<file path="src/hw/blur_pkg.sv">
`default_nettype none

package blur_pkg;

    // frame geometry, fixed at build time
    localparam int IMG_W = 32;
    localparam int IMG_H = 24;
    localparam int COL_W = $clog2(IMG_W);
    localparam int ROW_W = $clog2(IMG_H);

    // causal 5x5 window edge
    localparam int KERNEL_DIM = 5;

    // rgb444 channel width
    localparam int CH_W = 4;
    // 25 taps of 15 give 375 at most
    localparam int SUM_W = 9;

    // sum * 41 >> 10 is a floor approximation of sum / 25
    localparam int NORM_MUL = 41;
    localparam int NORM_SHIFT = 10;

    typedef struct packed {
        logic [CH_W-1:0] r;
        logic [CH_W-1:0] g;
        logic [CH_W-1:0] b;
    } rgb_t;

    // external stream beat with packet markers
    typedef struct packed {
        rgb_t pix;
        logic sop;
        logic eop;
    } pix_beat_t;

    // beat tagged with its position and the frame's mask flag
    typedef struct packed {
        pix_beat_t        beat;
        logic [ROW_W-1:0] row;
        logic [COL_W-1:0] col;
        logic             mask;
    } framed_t;

    // original beat plus raw window sums per channel
    typedef struct packed {
        pix_beat_t        beat;
        logic             mask;
        logic [SUM_W-1:0] sum_r;
        logic [SUM_W-1:0] sum_g;
        logic [SUM_W-1:0] sum_b;
    } sum_t;

endpackage

`default_nettype wire

</file>
<file path="src/hw/blur_select.sv">
`timescale 1ns/10ps
`default_nettype none

module blur_select (
    input  blur_pkg::sum_t      in_data,
    output blur_pkg::pix_beat_t out_beat
);
    import blur_pkg::*;

    rgb_t blurred;

    // floor(s * 41 / 1024), never above 15 for s <= 375
    function automatic logic [CH_W-1:0] norm_ch(input logic [SUM_W-1:0] s);
        logic [31:0] prod;
        prod = 32'(s) * 32'(NORM_MUL);
        return CH_W'(prod >> NORM_SHIFT);
    endfunction

    always_comb begin
        blurred.r = norm_ch(in_data.sum_r);
        blurred.g = norm_ch(in_data.sum_g);
        blurred.b = norm_ch(in_data.sum_b);
    end

    always_comb begin
        // markers always follow the original beat
        out_beat = in_data.beat;
        if (in_data.mask) begin
            out_beat.pix = blurred;
        end
    end

endmodule

`default_nettype wire

</file>
<file path="src/hw/blur_top.sv">
`timescale 1ns/10ps
`default_nettype none

module blur_top (
    input  logic                clk,
    input  logic                arst_n,
    input  logic                in_valid,
    output logic                in_ready,
    input  blur_pkg::pix_beat_t in_beat,
    input  logic                mask_frame,
    output logic                out_valid,
    input  logic                out_ready,
    output blur_pkg::pix_beat_t out_beat
);
    import blur_pkg::*;

    // framer to s1
    logic      fr_valid;
    framed_t   fr_data;
    logic      s1_ready;
    // s1 to window summer and s2
    logic      s1_valid;
    framed_t   s1_data;
    logic      s2_ready;
    sum_t      sum_data;
    // s2 to selector and s3
    logic      s2_valid;
    sum_t      s2_data;
    logic      s3_ready;
    pix_beat_t sel_beat;
    // line buffers move only when s1 hands its beat to s2
    logic      advance;

    assign advance = s1_valid && s2_ready;

    pix_framer u_framer (
        .clk        (clk),
        .arst_n     (arst_n),
        .in_valid   (in_valid),
        .in_ready   (in_ready),
        .in_beat    (in_beat),
        .mask_frame (mask_frame),
        .out_valid  (fr_valid),
        .out_ready  (s1_ready),
        .out_data   (fr_data)
    );

    pipe_stage #(.payload_t(framed_t)) s1 (
        .clk       (clk),
        .arst_n    (arst_n),
        .in_valid  (fr_valid),
        .in_ready  (s1_ready),
        .in_data   (fr_data),
        .out_valid (s1_valid),
        .out_ready (s2_ready),
        .out_data  (s1_data)
    );

    window_sum u_window (
        .clk     (clk),
        .arst_n  (arst_n),
        .in_data (s1_data),
        .advance (advance),
        .sums    (sum_data)
    );

    pipe_stage #(.payload_t(sum_t)) s2 (
        .clk       (clk),
        .arst_n    (arst_n),
        .in_valid  (s1_valid),
        .in_ready  (s2_ready),
        .in_data   (sum_data),
        .out_valid (s2_valid),
        .out_ready (s3_ready),
        .out_data  (s2_data)
    );

    blur_select u_select (
        .in_data  (s2_data),
        .out_beat (sel_beat)
    );

    // output register drives the stream port directly
    pipe_stage #(.payload_t(pix_beat_t)) s3 (
        .clk       (clk),
        .arst_n    (arst_n),
        .in_valid  (s2_valid),
        .in_ready  (s3_ready),
        .in_data   (sel_beat),
        .out_valid (out_valid),
        .out_ready (out_ready),
        .out_data  (out_beat)
    );

endmodule

`default_nettype wire

</file>
<file path="src/hw/pipe_stage.sv">
`timescale 1ns/10ps
`default_nettype none

module pipe_stage #(
    parameter type payload_t = logic
) (
    input  logic     clk,
    input  logic     arst_n,
    input  logic     in_valid,
    output logic     in_ready,
    input  payload_t in_data,
    output logic     out_valid,
    input  logic     out_ready,
    output payload_t out_data
);

    logic     full;
    payload_t data_q;

    // take a new beat when empty or when the held one drains this cycle
    assign in_ready  = !full || out_ready;
    assign out_valid = full;
    assign out_data  = data_q;

    always_ff @(posedge clk or negedge arst_n) begin
        if (!arst_n) begin
            full <= 1'b0;
        end else if (in_valid && in_ready) begin
            full <= 1'b1;
        end else if (out_ready) begin
            // drained with nothing behind it
            full <= 1'b0;
        end
    end

    // payload only, occupancy lives in full
    always_ff @(posedge clk) begin
        if (in_valid && in_ready) begin
            data_q <= in_data;
        end
    end

endmodule

`default_nettype wire

</file>
<file path="src/hw/pix_framer.sv">
`timescale 1ns/10ps
`default_nettype none

module pix_framer (
    input  logic                clk,
    input  logic                arst_n,
    input  logic                in_valid,
    output logic                in_ready,
    input  blur_pkg::pix_beat_t in_beat,
    input  logic                mask_frame,
    output logic                out_valid,
    input  logic                out_ready,
    output blur_pkg::framed_t   out_data
);
    import blur_pkg::*;

    // low until the first sop after reset
    logic             in_frame;
    logic             mask_q;
    logic [COL_W-1:0] col_q;
    logic [ROW_W-1:0] row_q;
    logic             fwd;

    // ready is passed through, so idle beats are consumed and dropped
    assign in_ready  = out_ready;
    assign out_valid = in_valid && (in_frame || in_beat.sop);
    assign fwd       = out_valid && out_ready;

    always_comb begin
        out_data.beat = in_beat;
        if (in_beat.sop) begin
            // sop restarts at the origin, with the flag sampled now
            out_data.row  = '0;
            out_data.col  = '0;
            out_data.mask = mask_frame;
        end else begin
            out_data.row  = row_q;
            out_data.col  = col_q;
            out_data.mask = mask_q;
        end
    end

    always_ff @(posedge clk or negedge arst_n) begin
        if (!arst_n) begin
            in_frame <= 1'b0;
            mask_q   <= 1'b0;
            col_q    <= '0;
            row_q    <= '0;
        end else if (fwd) begin
            if (in_beat.sop) begin
                in_frame <= 1'b1;
                mask_q   <= mask_frame;
                // sop pixel sat at column 0
                col_q    <= COL_W'(1);
                row_q    <= '0;
            end else if (col_q == COL_W'(IMG_W - 1)) begin
                // end of line
                col_q <= '0;
                row_q <= row_q + 1'b1;
            end else begin
                col_q <= col_q + 1'b1;
            end
        end
    end

endmodule

`default_nettype wire

</file>
<file path="src/hw/window_sum.sv">
`timescale 1ns/10ps
`default_nettype none

module window_sum (
    input  logic              clk,
    input  logic              arst_n,
    input  blur_pkg::framed_t in_data,
    input  logic              advance,
    output blur_pkg::sum_t    sums
);
    import blur_pkg::*;

    // lb[k][c] holds the pixel of row r-1-k at column c
    rgb_t lb [KERNEL_DIM-1][IMG_W];
    // win[j] is the column c-1-j, entry i is row r-i
    rgb_t win [KERNEL_DIM-1][KERNEL_DIM];
    // window as seen by the current pixel
    rgb_t win_eff [KERNEL_DIM-1][KERNEL_DIM];
    // column c, built from the incoming pixel and the line buffers
    rgb_t col_now [KERNEL_DIM];
    logic first_col;

    assign first_col = (in_data.col == '0);

    always_comb begin
        col_now[0] = in_data.beat.pix;
        for (int k = 1; k < KERNEL_DIM; k++) begin
            // rows above the frame read as zero
            if (int'(in_data.row) < k) begin
                col_now[k] = '0;
            end else begin
                col_now[k] = lb[k-1][in_data.col];
            end
        end
    end

    // left edge of a line sees an empty window
    always_comb begin
        for (int j = 0; j < KERNEL_DIM - 1; j++) begin
            for (int i = 0; i < KERNEL_DIM; i++) begin
                if (first_col) begin
                    win_eff[j][i] = '0;
                end else begin
                    win_eff[j][i] = win[j][i];
                end
            end
        end
    end

    // plain adder tree over 25 taps per channel
    always_comb begin
        sums.beat  = in_data.beat;
        sums.mask  = in_data.mask;
        sums.sum_r = '0;
        sums.sum_g = '0;
        sums.sum_b = '0;
        for (int i = 0; i < KERNEL_DIM; i++) begin
            sums.sum_r = sums.sum_r + SUM_W'(col_now[i].r);
            sums.sum_g = sums.sum_g + SUM_W'(col_now[i].g);
            sums.sum_b = sums.sum_b + SUM_W'(col_now[i].b);
            for (int j = 0; j < KERNEL_DIM - 1; j++) begin
                sums.sum_r = sums.sum_r + SUM_W'(win_eff[j][i].r);
                sums.sum_g = sums.sum_g + SUM_W'(win_eff[j][i].g);
                sums.sum_b = sums.sum_b + SUM_W'(win_eff[j][i].b);
            end
        end
    end

    // window shifts one column per accepted pixel
    always_ff @(posedge clk or negedge arst_n) begin
        if (!arst_n) begin
            for (int j = 0; j < KERNEL_DIM - 1; j++) begin
                for (int i = 0; i < KERNEL_DIM; i++) begin
                    win[j][i] <= '0;
                end
            end
        end else if (advance) begin
            for (int i = 0; i < KERNEL_DIM; i++) begin
                win[0][i] <= col_now[i];
                for (int j = 1; j < KERNEL_DIM - 1; j++) begin
                    win[j][i] <= win_eff[j-1][i];
                end
            end
        end
    end

    // push the pixel down the column, oldest row falls off
    always_ff @(posedge clk) begin
        if (advance) begin
            lb[0][in_data.col] <= in_data.beat.pix;
            for (int k = 1; k < KERNEL_DIM - 1; k++) begin
                lb[k][in_data.col] <= lb[k-1][in_data.col];
            end
        end
    end

endmodule

`default_nettype wire

</file>
<file path="config.mk">
export PLATFORM = sky130hd
export DESIGN_NAME = blur_top
export DESIGN_NICKNAME = d
export VERILOG_FILES = /design/src/hw/blur_pkg.sv /design/src/hw/blur_select.sv /design/src/hw/blur_top.sv /design/src/hw/pipe_stage.sv /design/src/hw/pix_framer.sv /design/src/hw/window_sum.sv
export SDC_FILE = /design/constraint.sdc
export NUM_CORES = 2
export LEC_CHECK = 0
export ABC_AREA = 1
export BUFFER_PORTS_ARGS = -buffer_cell sky130_fd_sc_hd__buf_2
export CORE_ASPECT_RATIO = 1.1
export CORE_MARGIN = 1
export CORE_UTILIZATION = 48
export DETAILED_ROUTE_END_ITERATION = 16
export GPL_TIMING_DRIVEN = 0
export HOLD_SLACK_MARGIN = 0.12
export PLACE_DENSITY = 0.63
export REMOVE_ABC_BUFFERS = 1
export SLEW_MARGIN = 20
export SYNTH_ARGS = -nofsm -noshare
export SYNTH_HDL_FRONTEND = slang
export SYNTH_SLANG_ARGS = --single-unit
export TNS_END_PERCENT = 30
</file>
<file path="constraint.sdc">
create_clock -name clk -period 11.7 [get_ports clk]
set_input_delay 1.17 -clock clk [delete_from_list [all_inputs] [get_ports clk]]
set_output_delay 1.17 -clock clk [all_outputs]
set_load 0.01 [all_outputs]
</file>
# Word-level counts from Yosys, hierarchy flattened
# Memory sizes are Yosys's and may differ from the RTL's.
# Index checks and enable logic that the tools add are counted.
[word_totals]
wordCells = 246
in_bits = 19
out_inout_bits = 16
ff_bits = 336
mem_count = 1
ramBits = 1536
[mem_list]
columns = ["memory", "words", "width", "read_ports", "rd_ports_with_merged_regs", "wr", "line", "source"]
rows = [
  ["u_window.lb", 4, 384, 4, 0, 4, "window_sum.sv:14", "rgb_t lb [KERNEL_DIM-1][IMG_W];"],
]
[op_classes]
bitwise = 1
eq_ne = 1
n_mux = 52
add_sub_neg = 74
mul = 3
n_lt_le_gt_ge = 6
n_reduce_logical = 19
[ops]
columns = ["cell", "count"]
rows = [
  ["$add 9x4->9", 69],
  ["$mux 12", 34],
  ["$mux 384", 1],
  ["$bmux 12 s5", 4],
  ["$demux 12 s5", 1],
  ["$mul 9x6->14 const B", 3],
  ["$mux 5", 4],
  ["$add 4x4->5", 3],
  ["$add 5x1->5 const B", 2],
  ["$lt 5x2->1 const B", 2],
  ["$mux 1", 8],
  ["$reduce_bool 2->1", 4],
  ["$ge 6x6->1 const B", 1],
  ["$lt 6x1->1 const B", 1],
  ["$not 5->6", 1],
  ["$eq 5x5->1 const B", 1],
  ["$logic_and 1x1->1", 5],
  ["$logic_not 5->1", 1],
  ["$lt 5x1->1 const B", 1],
  ["$lt 5x3->1 const B", 1],
  ["$logic_or 1x1->1", 4],
  ["$reduce_and 2->1", 2],
  ["$logic_not 1->1", 3],
]

# Longest topological paths before layout
[depth]
ltp_word = 26
mapped_depth = 33
depth_no_buf = 29

# By module
# Synthesis repeated with hierarchy kept, for this count alone.
[unflattened]
hier_cells = 8568
area_unflattened_um2 = 86995.9
[modules_own_cells]
columns = ["mod", "seq_area_each_um2", "n_inst", "area_per_inst_um2", "cells_each"]
rows = [
  ["window_sum", 52130.0, 1, 81373.0, 8056],
  ["blur_select", 0.0, 1, 2157.1, 294],
  ["pipe_stage (s2)", 1286.2, 1, 1306.3, 48],
  ["pix_framer", 300.3, 1, 890.9, 117],
  ["pipe_stage (s1)", 775.7, 1, 795.8, 31],
  ["pipe_stage (s3)", 445.4, 1, 465.4, 20],
  ["blur_top", 0.0, 1, 7.5, 2],
]

# Least setup slack after synthesis
# No wires, ideal clock.
[synth_timing]
path_kind = "register -> register"
startpoint = "register s1.data_q, in the netlist s1.out_data[3]"
endpoint = "register s2.data_q, in the netlist s2.out_data[26] (data pin)"
t_arrival_ns = 6.819
required_time_ns = 11.441
path_stages_with_launch = 26
n_path_buf = 2
setup_ns = 0.259
path_slack_ns = 4.622
period_less_slack_ns = 7.078
cell_sequence = "edfxtp_1 -> nor3_2 -> nand2_1 -> buf_2 -> buf_2 -> nand2_1 -> inv_1 -> ha_1 -> fa_1 -> xor2_1 -> fa_1 -> fa_1 -> fa_1 -> fa_1 -> fa_1 -> fa_1 -> inv_1 -> fa_1 -> inv_1 -> ha_1 -> fa_1 -> nand3_1 -> and2_1 -> inv_1 -> a21oi_1 -> o21bai_1"
[synth_rtl]
columns = ["element", "line", "source"]
rows = [
  ["start, declared", "pipe_stage.sv:18", "payload_t data_q;"],
  ["start signal, assigned", "pipe_stage.sv:39", "data_q <= in_data;"],
  ["end signal, assigned", "pipe_stage.sv:39", ""],
  ["end, declared", "pipe_stage.sv:18", ""],
]

==> impl_metrics.ini <==
[outcome]
status = finished clean

[route]
ant_nets = 0
detailroute.via_count = 58800
post_drt_via_cell_ratio = 5.25
drt_pre_antenna_iters = 6
wl_per_cell_um = 20.7
drc = 0
wirelength_um = 232000
initialDrtViolationCount = 5550

[critical_path]
cp_data_arrival_time_ns = 10.10
max_stage_delay_ns = 0.84
end_kind = flip-flop
critPathMaxFanout = 117
cp.required_ns = 12.29
r2r-start = s1.out_data[1]
startpoint = s1.out_data[1]
startpoint_type = flip-flop
slowest_stage = a21boi_0
critPathKind = reg2reg
path_common_cell = fa_1

[synth]
synth_edf_count = 1617
netlist_area_um2 = 86900
synthCells = 8526
synthFlopType = edfxtp_1
ys_seq_area_share_pct = 63.2
ys_ff_latch = 1872
ys_warn_count = 0
synthArstFlopShare_pct = 13.6
ys_types = 32
synth_area_per_cell_um2 = 10.2

[cts]
cts-hold-fix-buffers = 0
clock-sinks = 1872
cts_tree = built
cts_setup_buffers = 0
clkTransAtPathRegs_ns = 0.06
cts_resized = 0
clk_latency_ns = 0.85
clockBufferDepth = 3
cts_root_buf = clkbuf_16
cts_made_buffers = 192
htreeDepth = 4

[timing]
timing.setup.tns_ns = 0
finClkSkew_ns = 0.0576
finalSetupViolCount = 0
maxSlewHeadroom_pct = 23.4
hold_viol = 0
fin_crit_sh_pct = 81.3
timing.final.max_slew_violations = 0
max_freq_mhz = 105
tightest_slew_ns = 1.15
hold_ws_ns = 0.325
fin_crit_ns = 9.51
rsz0062_at_grt = no

[finish]
fillers = 15000
drive_gt1_share_pct = 7.33
syn_to_final_growth_pct = 15.6
nets = 9079

[worst_hold_path]
hp-class = in2async

[floorplanning]
dieArea_um2 = 183000
fp-row-count = 163
coreArea_um2 = 179000
die_x_um = 408
die_h_um = 448
ios = 35
start_util_pct = 48.4

[grt]
grt_pass1_vias = 57200
overflow = 0
grt_max_degree = 145
grtUsageTotal_pct = 25.6
antenna_found_initial = 6
grt_first_pass_wirelength_um = 349000

[place]
dpl.hpwl_um = 153000
portBuffers = 34
gp_congestion = 0.770

[run]
max_cap_viol_count = 0
## sequential cells by signal, indices dropped and copies added, names as in the netlist
signal	count
u_window.lb	1536
u_window.win	240
s2.out_data	42
s1.out_data	25
s3.out_data	14
u_framer.col_q	5
u_framer.row_q	5
s1.out_valid	1
s2.out_valid	1
s3.out_valid	1
u_framer.in_frame	1
u_framer.mask_q	1
## layout make-up
class / count / area (um2) / area share, %
Antenna cell: 1 / 2.50 / 0.00249
Clock buffer: 244 / 5080 / 5.06
Clock inverter: 110 / 1080 / 1.08
Inverter: 485 / 1840 / 1.83
Multi-Input combinational cell: 5778 / 28800 / 28.6
Sequential cell: 1872 / 54900 / 54.7
Tap cell: 2392 / 2990 / 2.98
Timing Repair Buffer: 305 / 5750 / 5.72
## cells by family (layout without fill, tap and decap cells)
family          count (synthesis)  in the layout  share of synthesized area [%]
simple gates                 5044           5044                           22.0
flops                        1872           1872                           63.2
buf+inv                       876           1144                           4.10
fa+ha+maj                     429            429                           8.63
compound gates                273            273                           1.66
xor+xnor                       32             32                          0.323
other cells                     0              1                              0
## synth_stat cells, types with 3 or more instances
cell type	n	area (um2)
a21boi_0	11	82.6
a21oi_1	40	200
a31oi_1	10	62.6
buf_1	23	86.3
buf_2	173	866
buf_4	15	113
clkbuf_1	180	676
clkinv_1	3	11.3
dfrtp_1	255	6380
edfxtp_1	1617	48600
fa_1	285	5710
ha_1	141	1760
inv_1	477	1790
inv_2	5	18.8
maj3_1	3	30.0
nand2_1	4773	17900
nand3_1	94	470
nand4_1	8	50.1
nor2_1	150	563
nor3_1	7	35.0
nor3_2	8	80.1
o21ai_0	198	991
o21bai_1	9	67.6
xnor2_1	3	26.3
xor2_1	29	254
## critical path: cells and delay by family (launching register included)
family | cells | cell delay (ns)
simple gates | 9 | 0.71
buf+inv | 10 | 2.22
compound gates | 3 | 1.19
fa+ha+maj | 9 | 4.34
flops | 1 | 0.63
## cells in the final DEF (no fill, tap or decap), types with 26 or more instances in the layout
master / count
clkbuf_16: 194
fa_1: 285
buf_2: 33
buf_12: 57
o21ai_0: 198
edfxtp_1: 1617
nand3_1: 94
clkinv_2: 26
nor2_4: 34
buf_8: 100
nand2_1: 4745
xor2_1: 29
inv_1: 476
clkbuf_1: 46
a21oi_1: 38
nand2_2: 27
buf_16: 101
clkinv_1: 50
ha_1: 141
nor2_1: 118
dfrtp_1: 255
## metal layers
metal | global-route usage (%) | up-vias | part of all wire (%)
li1 | - | 27400 | -
met1 | 33.9 | 28700 | 41
met2 | 43.0 | 2113 | 48
met3 | 3.35 | 512 | 6.9
met4 | 9.95 | 6 | 3.9
met5 | 0 | - | 0.015
## metrics by stage
stage               setup WS (ns)  utilization [%]  cell area [um2]  cells
global placement           -90.52             49.2            88300  10600
finish                       2.19             56.0           100000  11200
CTS                          2.03             55.9           100000  11200
floorplan                  -30.34                -            85100   8135
global route                 1.74             56.0           100000  11200
detailed placement           2.04             52.5            94200  10800
## worst paths after layout
kind / depth (start not counted) / slack, ns / to
min in group clk: 0 / 0.42 / s2.out_data[29]
hold / removal: 1 / 0.32 / u_window.win[156]
hold reg to reg: 0 / 0.42 / s2.out_data[29]
max in group asynchronous: 3 / 9.90 / u_window.win[34]
setup reg to reg: 31 / 2.19 / s2.out_data[17]
setup / recovery: 31 / 2.19 / s2.out_data[17]
Power is left out: the tool's default activity adds up to more than one toggle a clock period on the data nets, which glitch-free logic cannot reach.
